<file path="src/axi2iob_macros.svh">
/*
 * AXI4 to IOb bridge widths
 * address, data, strobe, ID and burst length sizes shared by every block
 */
`ifndef AXI2IOB_MACROS_SVH
`define AXI2IOB_MACROS_SVH

// byte address with one IOb word per beat
`define AXI2IOB_ADDR_W 32
`define AXI2IOB_DATA_W 32

// one strobe bit per data byte
`define AXI2IOB_STRB_W (`AXI2IOB_DATA_W / 8)

`define AXI2IOB_ID_W 8

// AXI4 burst length field holds beats minus one
`define AXI2IOB_LEN_W 8

`endif

</file>
<file path="src/axi2iob_pkg.sv">
/*
 * AXI4 to IOb bridge types
 * channel payloads for the AXI side and request words for the IOb side
 */
`default_nettype none
`include "axi2iob_macros.svh"

package axi2iob_pkg;

   // burst command, used for both AW and AR
   typedef struct packed {
      logic [`AXI2IOB_ID_W-1:0]   id;
      logic [`AXI2IOB_ADDR_W-1:0] addr;
      logic [`AXI2IOB_LEN_W-1:0]  len;
      logic [2:0]                 size;
   } axi_aw_t;

   typedef struct packed {
      logic [`AXI2IOB_DATA_W-1:0] data;
      logic [`AXI2IOB_STRB_W-1:0] strb;
      logic                       last;
   } axi_w_t;

   typedef struct packed {
      logic [`AXI2IOB_ID_W-1:0] id;
   } axi_b_t;

   typedef struct packed {
      logic [`AXI2IOB_ID_W-1:0]   id;
      logic [`AXI2IOB_DATA_W-1:0] data;
      logic                       last;
   } axi_r_t;

   // single-word IOb access where a zero strobe marks a read
   typedef struct packed {
      logic [`AXI2IOB_ADDR_W-1:0] addr;
      logic [`AXI2IOB_DATA_W-1:0] wdata;
      logic [`AXI2IOB_STRB_W-1:0] wstrb;
   } iob_req_t;

   typedef logic [`AXI2IOB_DATA_W-1:0] iob_rdata_t;

endpackage

`default_nettype wire

</file>
<file path="src/axi2iob_write_burst.sv">
/*
 * AXI4 write burst peer
 * splits one incrementing write burst into IOb writes, then returns one B
 */
`timescale 1ns/1ns
`default_nettype none
`include "axi2iob_macros.svh"

module axi2iob_write_burst (
   input  wire                       clk_i,
   input  wire                       arst_i,
   input  wire axi2iob_pkg::axi_aw_t aw_i,
   input  wire                       aw_valid_i,
   output logic                      aw_ready_o,
   input  wire axi2iob_pkg::axi_w_t  w_i,
   input  wire                       w_valid_i,
   output logic                      w_ready_o,
   output axi2iob_pkg::axi_b_t       b_o,
   output logic                      b_valid_o,
   input  wire                       b_ready_i,
   output axi2iob_pkg::iob_req_t     req_o,
   output logic                      req_valid_o,
   input  wire                       accept_i
);
   import axi2iob_pkg::*;

   localparam int ADDR_W = `AXI2IOB_ADDR_W;

   typedef enum logic [1:0] {
      ST_IDLE,
      ST_DATA,
      ST_WAIT
   } state_t;

   state_t                    state_q;
   logic                      aw_ready_q;
   logic                      b_valid_q;
   logic [`AXI2IOB_ID_W-1:0]  id_q;
   logic [ADDR_W-1:0]         addr_q;
   logic [2:0]                size_q;
   logic [`AXI2IOB_LEN_W-1:0] count_q;
   iob_req_t                  req_q;

   logic                      aw_hs;
   logic                      w_hs;
   logic                      w_skip;
   logic                      last_beat;
   logic [ADDR_W-1:0]         next_addr;

   assign aw_hs     = aw_ready_q & aw_valid_i;
   assign w_hs      = (state_q == ST_DATA) & w_valid_i;
   // beats without strobes never reach the IOb bus
   assign w_skip    = w_hs & ~(|w_i.strb);
   assign last_beat = (count_q == '0);
   assign next_addr = addr_q + (ADDR_W'(1) << size_q);

   always_ff @(posedge clk_i or posedge arst_i) begin
      if (arst_i) begin
         state_q    <= ST_IDLE;
         aw_ready_q <= 1'b0;
         b_valid_q  <= 1'b0;
      end else begin
         if (b_valid_q && b_ready_i) begin
            b_valid_q <= 1'b0;
         end
         case (state_q)
            ST_IDLE: begin
               if (aw_hs) begin
                  aw_ready_q <= 1'b0;
                  state_q    <= ST_DATA;
               end else if (!b_valid_q || b_ready_i) begin
                  // next burst only once the previous B is gone
                  aw_ready_q <= 1'b1;
               end
            end
            ST_DATA: begin
               if (w_hs && |w_i.strb) begin
                  state_q <= ST_WAIT;
               end else if (w_skip && last_beat) begin
                  b_valid_q <= 1'b1;
                  state_q   <= ST_IDLE;
               end
            end
            ST_WAIT: begin
               if (accept_i) begin
                  if (last_beat) begin
                     b_valid_q <= 1'b1;
                     state_q   <= ST_IDLE;
                  end else begin
                     state_q <= ST_DATA;
                  end
               end
            end
            default: state_q <= ST_IDLE;
         endcase
      end
   end

   // burst context and the pending IOb write
   always_ff @(posedge clk_i) begin
      if (aw_hs) begin
         id_q    <= aw_i.id;
         addr_q  <= aw_i.addr;
         size_q  <= aw_i.size;
         count_q <= aw_i.len;
      end
      if (w_hs) begin
         req_q <= '{addr: addr_q, wdata: w_i.data, wstrb: w_i.strb};
      end
      if (w_skip || (state_q == ST_WAIT && accept_i)) begin
         addr_q  <= next_addr;
         count_q <= count_q - 1'b1;
      end
   end

   assign aw_ready_o  = aw_ready_q;
   assign w_ready_o   = (state_q == ST_DATA);
   assign b_valid_o   = b_valid_q;
   assign b_o.id      = id_q;
   assign req_o       = req_q;
   assign req_valid_o = (state_q == ST_WAIT);

endmodule

`default_nettype wire

</file>
<file path="src/axi2iob_read_burst.sv">
/*
 * AXI4 read burst peer
 * issues one IOb read per beat and presents each word as an R beat
 */
`timescale 1ns/1ns
`default_nettype none
`include "axi2iob_macros.svh"

module axi2iob_read_burst (
   input  wire                          clk_i,
   input  wire                          arst_i,
   input  wire axi2iob_pkg::axi_aw_t    ar_i,
   input  wire                          ar_valid_i,
   output logic                         ar_ready_o,
   output axi2iob_pkg::axi_r_t          r_o,
   output logic                         r_valid_o,
   input  wire                          r_ready_i,
   output axi2iob_pkg::iob_req_t        req_o,
   output logic                         req_valid_o,
   input  wire                          accept_i,
   input  wire                          rvalid_i,
   input  wire axi2iob_pkg::iob_rdata_t rdata_i
);
   import axi2iob_pkg::*;

   localparam int ADDR_W = `AXI2IOB_ADDR_W;

   typedef enum logic [1:0] {
      ST_IDLE,
      ST_REQ,
      ST_WAIT,
      ST_BEAT
   } state_t;

   state_t                    state_q;
   logic                      ar_ready_q;
   logic [`AXI2IOB_ID_W-1:0]  id_q;
   logic [ADDR_W-1:0]         addr_q;
   logic [2:0]                size_q;
   logic [`AXI2IOB_LEN_W-1:0] count_q;
   axi_r_t                    r_q;

   logic                      ar_hs;
   logic [ADDR_W-1:0]         next_addr;

   assign ar_hs     = ar_ready_q & ar_valid_i;
   assign next_addr = addr_q + (ADDR_W'(1) << size_q);

   always_ff @(posedge clk_i or posedge arst_i) begin
      if (arst_i) begin
         state_q    <= ST_IDLE;
         ar_ready_q <= 1'b0;
      end else begin
         case (state_q)
            ST_IDLE: begin
               if (ar_hs) begin
                  ar_ready_q <= 1'b0;
                  state_q    <= ST_REQ;
               end else begin
                  ar_ready_q <= 1'b1;
               end
            end
            ST_REQ: if (accept_i) state_q <= ST_WAIT;
            ST_WAIT: if (rvalid_i) state_q <= ST_BEAT;
            ST_BEAT: begin
               // the next read waits until this beat is taken
               if (r_ready_i) begin
                  state_q <= r_q.last ? ST_IDLE : ST_REQ;
               end
            end
            default: state_q <= ST_IDLE;
         endcase
      end
   end

   always_ff @(posedge clk_i) begin
      if (ar_hs) begin
         id_q    <= ar_i.id;
         addr_q  <= ar_i.addr;
         size_q  <= ar_i.size;
         count_q <= ar_i.len;
      end
      if (state_q == ST_REQ && accept_i) begin
         addr_q <= next_addr;
      end
      if (state_q == ST_WAIT && rvalid_i) begin
         r_q     <= '{id: id_q, data: rdata_i, last: (count_q == '0)};
         count_q <= count_q - 1'b1;
      end
   end

   assign ar_ready_o  = ar_ready_q;
   assign r_o         = r_q;
   assign r_valid_o   = (state_q == ST_BEAT);
   // reads carry no strobes and no write data
   assign req_o       = '{addr: addr_q, wdata: '0, wstrb: '0};
   assign req_valid_o = (state_q == ST_REQ);

endmodule

`default_nettype wire

</file>
<file path="src/iob_bus_arbiter.sv">
/*
 * IOb manager port arbiter
 * shares one IOb port between the write and read peers, alternating on contention
 */
`timescale 1ns/1ns
`default_nettype none

module iob_bus_arbiter (
   input  wire                          clk_i,
   input  wire                          arst_i,
   input  wire axi2iob_pkg::iob_req_t   wr_req_i,
   input  wire                          wr_valid_i,
   output logic                         wr_accept_o,
   input  wire axi2iob_pkg::iob_req_t   rd_req_i,
   input  wire                          rd_valid_i,
   output logic                         rd_accept_o,
   output logic                         rd_rvalid_o,
   output axi2iob_pkg::iob_rdata_t      rd_rdata_o,
   output axi2iob_pkg::iob_req_t        iob_req_o,
   output logic                         iob_valid_o,
   input  wire                          iob_ready_i,
   input  wire                          iob_rvalid_i,
   input  wire axi2iob_pkg::iob_rdata_t iob_rdata_i
);

   logic grant_valid_q;
   logic grant_rd_q;
   logic last_rd_q;
   logic rd_pending_q;

   logic rd_elig;
   logic pick_rd;
   logic sel_rd;
   logic accept;

   // a second read waits until the first one has returned its data
   assign rd_elig = rd_valid_i & ~rd_pending_q;

   // on contention the peer that lost last time goes first
   assign pick_rd = rd_elig & (~wr_valid_i | ~last_rd_q);
   assign sel_rd  = grant_valid_q ? grant_rd_q : pick_rd;

   assign iob_valid_o = sel_rd ? rd_elig : wr_valid_i;
   assign iob_req_o   = sel_rd ? rd_req_i : wr_req_i;
   assign accept      = iob_valid_o & iob_ready_i;
   assign wr_accept_o = accept & ~sel_rd;
   assign rd_accept_o = accept & sel_rd;

   always_ff @(posedge clk_i or posedge arst_i) begin
      if (arst_i) begin
         grant_valid_q <= 1'b0;
         grant_rd_q    <= 1'b0;
         last_rd_q     <= 1'b0;
      end else if (accept) begin
         grant_valid_q <= 1'b0;
         last_rd_q     <= sel_rd;
      end else if (iob_valid_o && !grant_valid_q) begin
         // stalled request keeps the bus until it is taken
         grant_valid_q <= 1'b1;
         grant_rd_q    <= sel_rd;
      end
   end

   always_ff @(posedge clk_i or posedge arst_i) begin
      if (arst_i) begin
         rd_pending_q <= 1'b0;
      end else if (rd_accept_o) begin
         rd_pending_q <= 1'b1;
      end else if (iob_rvalid_i) begin
         rd_pending_q <= 1'b0;
      end
   end

   // writes return nothing, so rvalid only belongs to an outstanding read
   assign rd_rvalid_o = iob_rvalid_i & rd_pending_q;
   assign rd_rdata_o  = iob_rdata_i;

endmodule

`default_nettype wire

</file>
<file path="src/axi2iob_top.sv">
/*
 * AXI4 to IOb bridge
 * write and read burst peers sharing one IOb manager port
 */
`timescale 1ns/1ns
`default_nettype none

module axi2iob_top (
   input  wire                          clk_i,
   input  wire                          arst_i,
   input  wire axi2iob_pkg::axi_aw_t    aw_i,
   input  wire                          aw_valid_i,
   output logic                         aw_ready_o,
   input  wire axi2iob_pkg::axi_w_t     w_i,
   input  wire                          w_valid_i,
   output logic                         w_ready_o,
   output axi2iob_pkg::axi_b_t          b_o,
   output logic                         b_valid_o,
   input  wire                          b_ready_i,
   input  wire axi2iob_pkg::axi_aw_t    ar_i,
   input  wire                          ar_valid_i,
   output logic                         ar_ready_o,
   output axi2iob_pkg::axi_r_t          r_o,
   output logic                         r_valid_o,
   input  wire                          r_ready_i,
   output axi2iob_pkg::iob_req_t        iob_req_o,
   output logic                         iob_valid_o,
   input  wire                          iob_ready_i,
   input  wire                          iob_rvalid_i,
   input  wire axi2iob_pkg::iob_rdata_t iob_rdata_i
);
   import axi2iob_pkg::*;

   // peer to arbiter links
   iob_req_t   wr_req;
   logic       wr_valid;
   logic       wr_accept;
   iob_req_t   rd_req;
   logic       rd_valid;
   logic       rd_accept;
   logic       rd_rvalid;
   iob_rdata_t rd_rdata;

   axi2iob_write_burst write0 (
      .clk_i      (clk_i),
      .arst_i     (arst_i),
      .aw_i       (aw_i),
      .aw_valid_i (aw_valid_i),
      .aw_ready_o (aw_ready_o),
      .w_i        (w_i),
      .w_valid_i  (w_valid_i),
      .w_ready_o  (w_ready_o),
      .b_o        (b_o),
      .b_valid_o  (b_valid_o),
      .b_ready_i  (b_ready_i),
      .req_o      (wr_req),
      .req_valid_o(wr_valid),
      .accept_i   (wr_accept)
   );

   axi2iob_read_burst read0 (
      .clk_i      (clk_i),
      .arst_i     (arst_i),
      .ar_i       (ar_i),
      .ar_valid_i (ar_valid_i),
      .ar_ready_o (ar_ready_o),
      .r_o        (r_o),
      .r_valid_o  (r_valid_o),
      .r_ready_i  (r_ready_i),
      .req_o      (rd_req),
      .req_valid_o(rd_valid),
      .accept_i   (rd_accept),
      .rvalid_i   (rd_rvalid),
      .rdata_i    (rd_rdata)
   );

   iob_bus_arbiter arb0 (
      .clk_i       (clk_i),
      .arst_i      (arst_i),
      .wr_req_i    (wr_req),
      .wr_valid_i  (wr_valid),
      .wr_accept_o (wr_accept),
      .rd_req_i    (rd_req),
      .rd_valid_i  (rd_valid),
      .rd_accept_o (rd_accept),
      .rd_rvalid_o (rd_rvalid),
      .rd_rdata_o  (rd_rdata),
      .iob_req_o   (iob_req_o),
      .iob_valid_o (iob_valid_o),
      .iob_ready_i (iob_ready_i),
      .iob_rvalid_i(iob_rvalid_i),
      .iob_rdata_i (iob_rdata_i)
   );

endmodule

`default_nettype wire

</file>
<file path="config.mk">
export PLATFORM = sky130hd
export DESIGN_NAME = axi2iob_top
export DESIGN_NICKNAME = d
export VERILOG_FILES = /design/src/axi2iob_pkg.sv /design/src/axi2iob_write_burst.sv /design/src/axi2iob_read_burst.sv /design/src/iob_bus_arbiter.sv /design/src/axi2iob_top.sv
export VERILOG_INCLUDE_DIRS = /design/src
export SDC_FILE = /design/constraint.sdc
export NUM_CORES = 1
export LEC_CHECK = 0
export ABC_CLOCK_PERIOD_IN_PS = 5600
export CORE_MARGIN = 1.5
export CORE_UTILIZATION = 35
export DETAILED_ROUTE_END_ITERATION = 10
export DONT_BUFFER_PORTS = 1
export GPL_ROUTABILITY_DRIVEN = 0
export GPL_TIMING_DRIVEN = 0
export PLACE_DENSITY = 0.61
export SLEW_MARGIN = 40
export SYNTH_ARGS = -nofsm -noshare
export SYNTH_HDL_FRONTEND = slang
export SYNTH_HIERARCHICAL = 1
export SYNTH_SLANG_ARGS = --single-unit
</file>
<file path="constraint.sdc">
create_clock -name clk_i -period 5.6 [get_ports clk_i]
set_clock_uncertainty 0.2 [all_clocks]
set_input_delay 1.12 -clock clk_i [delete_from_list [all_inputs] [get_ports clk_i]]
set_output_delay 1.12 -clock clk_i [all_outputs]
set_load 0.01 [all_outputs]
</file>
==> run metrics, run 1 <==
Adder-Cell Fraction of Synth Area=0.0339; Port-buffer cells=0; cts bufs inserted=27; CTS Buffer Depth=3; PostCTS Resize Cnt=0; setup_tns=0 ns; post-route total power=6.06 mW; Die X=184 um; critical setup path kind=reg2out; commonest non-fill, non-tap cell in the layout=edfxtp_1; share of cells above drive strength 1=0.221; DP Area=12300 sq um; Critical Path Sink Type=output port; initial DRC count=426; multiplexer share of the synthesized area=0.0686; Die H=184 um; R2R setup slack=1.63 ns; hpwl dp=21.9 mm; CTS tree=done; Max rail drop VDD=0.241 mV; Post-CTS Hold Buffers=0; clock transition at the registers of the reported paths=0.06 ns; Total Routed Length=29.0 mm; post-synthesis compound-gate area fraction=0.103; Initial Utilization=0.354; CTS root buffer=clkbuf_16; Pre-Repair DR Iteration Count=5; Synth Cell Area=11500 sq um; Final Cycle Share=0.741; largest net degree at the start of global routing=41; vias in the first global route=6921; status=complete, no violations; Ys Warns=6; post-layout net count=1200; fmax=241 MHz; maximum fanout along the worst path=10; max cap viols=0; GR Overflow Total=0; Crit path arrival time=2.83 ns; RSZ-0062 raised after global routing=no; first-pass GRT wire length=42.0 mm; vias=7246; Worst Tran Pin Value=0.733 ns; Slew HR=0.507; Placed Cells=1403; DRC Markers=0; post-route cell area=13300 sq um; largest family of logic cells by synthesized area=simple AND/OR/NAND/NOR gates; ys async rst share=0.0495; full die area=33900 sq um; class of the worst hold path=in2async; most frequent cells in the layout=211 x edfxtp_1, 96 x nand2_1, 69 x buf_4, 67 x o21ai_0, 65 x mux2_2; count of pins over their slew limit=0; Critical Path Start Type=flip-flop; Synth top area share=0.551; gr usage total=0.164; Yosys cell types=70; power per cell area=456 nW/um^2; WHS=0.141 ns; XOR/XNOR Fraction of Synth Area=0.0396; CP required=4.28 ns; worst skew pair latency=0.54 ns; flops & latches, synth=222; number of flops mapped to enable cells by yosys=211; Synth Flop Type=edfxtp_1; H-Tree Depth=1; routed length per instance=19.9 um; Post-CTS Setup Bufs=0; Final ANT Viol Nets=0; row cnt=66; Avg Cell Area, Syn=12.5 sq um; Finished Layout Cells=1456; sequential area share after synthesis=0.575; Simple-Gate Fraction of Synth Area=0.113; via/cell ratio=4.98; area leader, netlist=edfxtp_1; clk sinks=222; IO Pins=303; Core Box Area=32500 sq um; Cells after Synth=922; Min Clock Period, post-route=4.15 ns; area growth from synthesis to layout=15.8%; initial antenna violation count=4; Final Setup Violations=0; largest cells by area after synthesis=edfxtp_1 55%, mux2_2 6.4%, buf_4 4.5%; Leakage=4.90 nW; Fin. Hold Viols=0
## flip-flops by register name (all words and copies together), names as in the netlist, 8 cells and up
register,flops
read0/addr_q,32
read0/id_q,8
write0/addr_q,32
write0/req_o,68
read0/r_o,41
read0/count_q,8
write0/count_q,8
write0/b_o,8
## cell type report
cell class	instances	area [sq um]
multi-input combinational	616	4290
clock buffer	29	683
inverter	23	86.3
timing repair buffer	4	80.1
clock inverter	21	333
tap	442	553
buffer	96	671
fill	3069	19100
sequential	222	6610
antenna	3	7.51
## Yosys cell counts, drive strengths merged, types with 16 or more instances
cell type / instances
nand3: 21
inv: 23
o21ai: 71
mux2: 70
ha: 28
nor2: 39
a21oi: 23
xnor2: 22
edfxtp: 211
nand4: 16
a31oi: 16
buf: 79
nand2: 98
clkbuf: 17
xor2: 30
## layer usage
layer,GRT usage,routed length [um]
met1,0.196,11700
met5,0,17
met4,0.0607,1030
met3,0.0553,2630
met2,0.274,13700
## worst max-delay path, cell delays in order, from the launching register on
cell	delay [ns]
dfrtp_1	0.40
inv_1	0.12
ha_1	0.28
nand2b_4	0.07
a21o_1	0.20
o21ai_4	0.49
buf_4	0.31
mux2_1	0.42
## metrics by stage
step	setup slack, ns	util
final	1.45	0.410
after global routing	1.28	0.410
after CTS	1.34	0.410
after detailed placement	1.52	0.379
after global placement	-1.41	0.375
after floorplan	0.521	-
## worst paths after layout
kind / start / end / cells past startpoint
worst max-delay path: read0/state_q[1] / iob_req_o[66] / 7
worst min-delay path: arst_i / read0/state_q[0] / 1
worst max register to register: read0/state_q[1] / write0/addr_q[25] / 10
worst min register to register: read0/id_q[2] / read0/r_o[35] / 0
max in group asynchronous: arst_i / arb0/grant_rd_q / 1
min in group clk_i: read0/id_q[2] / read0/r_o[35] / 0
## logic make-up after synthesis
family,after synthesis
other,1
buffers and inverters,119
multiplexers,70
XOR/XNOR,52
adder cells (fa/ha/maj),30
AND/OR/NAND/NOR,251
flip-flops,222
AO/OA/AOI/OAI,177
## where the power goes
group / total, mW / switching (mW) / internal, mW
Combinational: 1.67 / 0.984 / 0.682
Sequential: 2.42 / 0.225 / 2.19
Clock: 1.98 / 0.724 / 1.26
Total: 6.06 / 1.93 / 4.13
Note: power is estimated with default switching activity, not from simulation.
==> run 2, diff against run 1 <==
- ABC_CLOCK_PERIOD_IN_PS: 5600 -> 3600
- clock period: 5.6 -> 3.6 ns (I/O delays scaled with it)
==> run 2 against run 1 <==
  * Critical endpoint is now iob_req_o[40]
  * Design area is 0.20% lower
  * Clock power is 36% higher
  * Non-clock buffer count is 9 higher
  * Sequential power is 55% higher
  * Power is 51% higher
  * Sequential share of layout area is 0.098 points higher
  * Combinational power is 62% higher
  * Global-route usage is 0.17 points lower
  * Core utilization is 0.081 points lower
  * Register-to-register slack worse by 1.4 ns
  * Count of clock-buffer cells in the layout stayed put
==> run metrics, run 2 (synthesis gave the netlist of run 1 again) <==
status=complete, no violations (unchanged); Max rail drop VDD=0.391 mV (was 0.241 mV); most used routing layer in global routing=met2 (unchanged); GRT met1 Usage=0.189 (was 0.196); class of the worst hold path=in2reg (was in2async); hpwl dp=21.8 mm (was 21.9 mm); DP Area=12300 sq um (unchanged); DRC Markers=0 (unchanged); Final Setup Violations=0 (unchanged); CTS tree=done (unchanged); gr usage total=0.163 (was 0.164); full die area=33900 sq um (unchanged); Die H=184 um (unchanged); share of cells above drive strength 1=0.221 (about the same); CTS Buffer Depth=3 (unchanged); crit-path cells=inv_1 -> ha_2 -> nand2b_4 -> a21o_1 -> o21ai_4 -> buf_12 -> buf_6 -> mux2_2 (was inv_1 -> ha_1 -> nand2b_4 -> a21o_1 -> o21ai_4 -> buf_4 -> mux2_1); Leakage=4.90 nW (about the same); Crit-path slowest cell=mux2_2 (was o21ai_4); Core Box Area=32500 sq um (unchanged); Crit path arrival time=2.52 ns (was 2.83 ns); fmax=291 MHz; r2r worst-path depth=10 (unchanged); worst hold path depth=0; post-route cell area=13300 sq um (about the same); worst skew pair latency=0.53 ns (was 0.54 ns); hold_sp=aw_i[43]; Final Cycle Share=0.956; Fin. Hold Viols=0 (unchanged); RSZ-0062 raised after global routing=no (unchanged); pre-CTS WS=-0.475 ns (was 1.52 ns); worst r2r src=write0/state_q[0] (was read0/state_q[1]); Initial Utilization=0.354 (unchanged); power per cell area=690 nW/um^2 (was 456 nW/um^2); max cap viols=0 (unchanged); Critical Path Start Type=flip-flop (unchanged); R2R setup slack=0.26 ns (was 1.63 ns); Die X=184 um (unchanged); Final ANT Viol Nets=0 (unchanged); Pre-Repair DR Iteration Count=5 (unchanged); GR Overflow Total=0 (unchanged); Critical Path Sink Type=output port (unchanged); Filler Cells Inserted=3097 (was 3069); CTS root buffer=clkbuf_16 (unchanged); Min Clock Period, post-route=3.44 ns; clk sinks=222 (unchanged); vias=7346 (was 7246); Port-buffer cells=0 (unchanged); Reg-to-Reg End=read0/addr_q[19] (was write0/addr_q[25]); initial DRC count=368 (was 426); Slew HR=0.539 (was 0.507); crit path from=read0/state_q[1] (unchanged); CP required=2.68 ns (was 4.28 ns); setup_tns=0 ns (unchanged); crit path setup slack, layout=0.159 ns (was 1.45 ns); post-layout net count=1208 (was 1200); cts bufs inserted=26 (was 27); clock transition at the registers of the reported paths=0.06 ns (about the same); initial antenna violation count=6 (was 4); via/cell ratio=5.02 (was 4.98); met3 GRT Util=0.0551 (was 0.0553); count of pins over their slew limit=0 (unchanged); critical setup path kind=reg2out (unchanged); Total Routed Length=29.0 mm (about the same); most frequent cells in the layout=211 x edfxtp_1, 96 x nand2_1, 76 x buf_4, 67 x o21ai_0, 65 x mux2_2 (was 211 x edfxtp_1, 96 x nand2_1, 69 x buf_4, 67 x o21ai_0, 65 x mux2_2); H-Tree Depth=1 (unchanged); largest net degree at the start of global routing=41 (unchanged); Worst Tran Pin Value=0.689 ns (was 0.733 ns); max reg flops=68 (unchanged); WHS=0.0871 ns (was 0.141 ns); maximum fanout along the worst path=10 (unchanged); CP peak stage delay=0.42 ns (was 0.49 ns); met2 Track Usage GR=0.273 (was 0.274); routed length per instance=19.8 um (was 19.9 um); Hold EP=write0/b_o[0]; IO Pins=303 (unchanged); row cnt=66 (unchanged); vias in the first global route=7161 (was 6921); commonest non-fill, non-tap cell in the layout=edfxtp_1 (unchanged); area growth from synthesis to layout=15.5% (was 15.8%); first-pass GRT wire length=41.8 mm (was 42.0 mm)
[run 2: worst max-delay path: cells and delay by family, from the launching register on]
kind | cells | cell delay, ns
buffers and inverters | 3 | 0.46
muxes | 1 | 0.42
DFF | 1 | 0.41
AOI/OAI and AO/OA | 2 | 0.39
adders and majority gates | 1 | 0.25
and+or+nand+nor | 1 | 0.06
[run 2: per-stage QoR]
stage / power [mW] / util / std cells
2_1_floorplan: 5.71 / - / 957
3_3_place_gp: 6.37 / 0.376 / 1399
3_5_place_dp: 6.43 / 0.379 / 1403
4_1_cts: 9.25 / 0.408 / 1455
5_1_grt: 9.62 / 0.409 / 1462
6_report: 9.16 / 0.409 / 1463
[run 2: cell type report]
cell class,instances,area [sq um],share of cell area
Tap cell,442,553,0.0416
Clock inverter,19,198,0.0149
Buffer,96,673,0.0507
Inverter,23,86.3,0.00650
Multi-Input combinational cell,616,4310,0.324
Clock buffer,29,683,0.0514
Sequential cell,222,6610,0.498
Antenna cell,3,7.51,0.000565
Timing Repair Buffer,13,163,0.0122
[run 2: what timing repair did]
action	4_1_cts	5_1_grt
setup buffers	3	5
endpoints found under the hold margin	11	0
endpoints found under the setup margin	148	62
hold buffers	1	0
pin swaps	1	1
resized for setup	4	2
[run 2: metal layers]
layer | vias to the layer above | routed length [um]
li1 | 3510 | -
met1 | 3494 | 11500
met4 | 6 | 1050
met2 | 272 | 13800
met3 | 64 | 2650
met5 | - | 38
[run 2: worst max-delay path by stage]
stage	endpoint	cells past startpoint
2_1_floorplan	write0/addr_q[0]	6
3_3_place_gp	write0/addr_q[22]	10
3_5_place_dp	write0/addr_q[21]	10
4_1_cts	iob_req_o[40]	8
5_1_grt	iob_req_o[40]	7
6_report	iob_req_o[40]	8
[run 2: power breakdown]
group          total [mW]  leakage, nW  internal (mW)  switching, mW
registers            3.76         2.10           3.41          0.352
clock network        2.70        0.424           1.65           1.05
logic                2.71         2.37           1.14           1.57
total                9.16         4.90           6.19           2.97
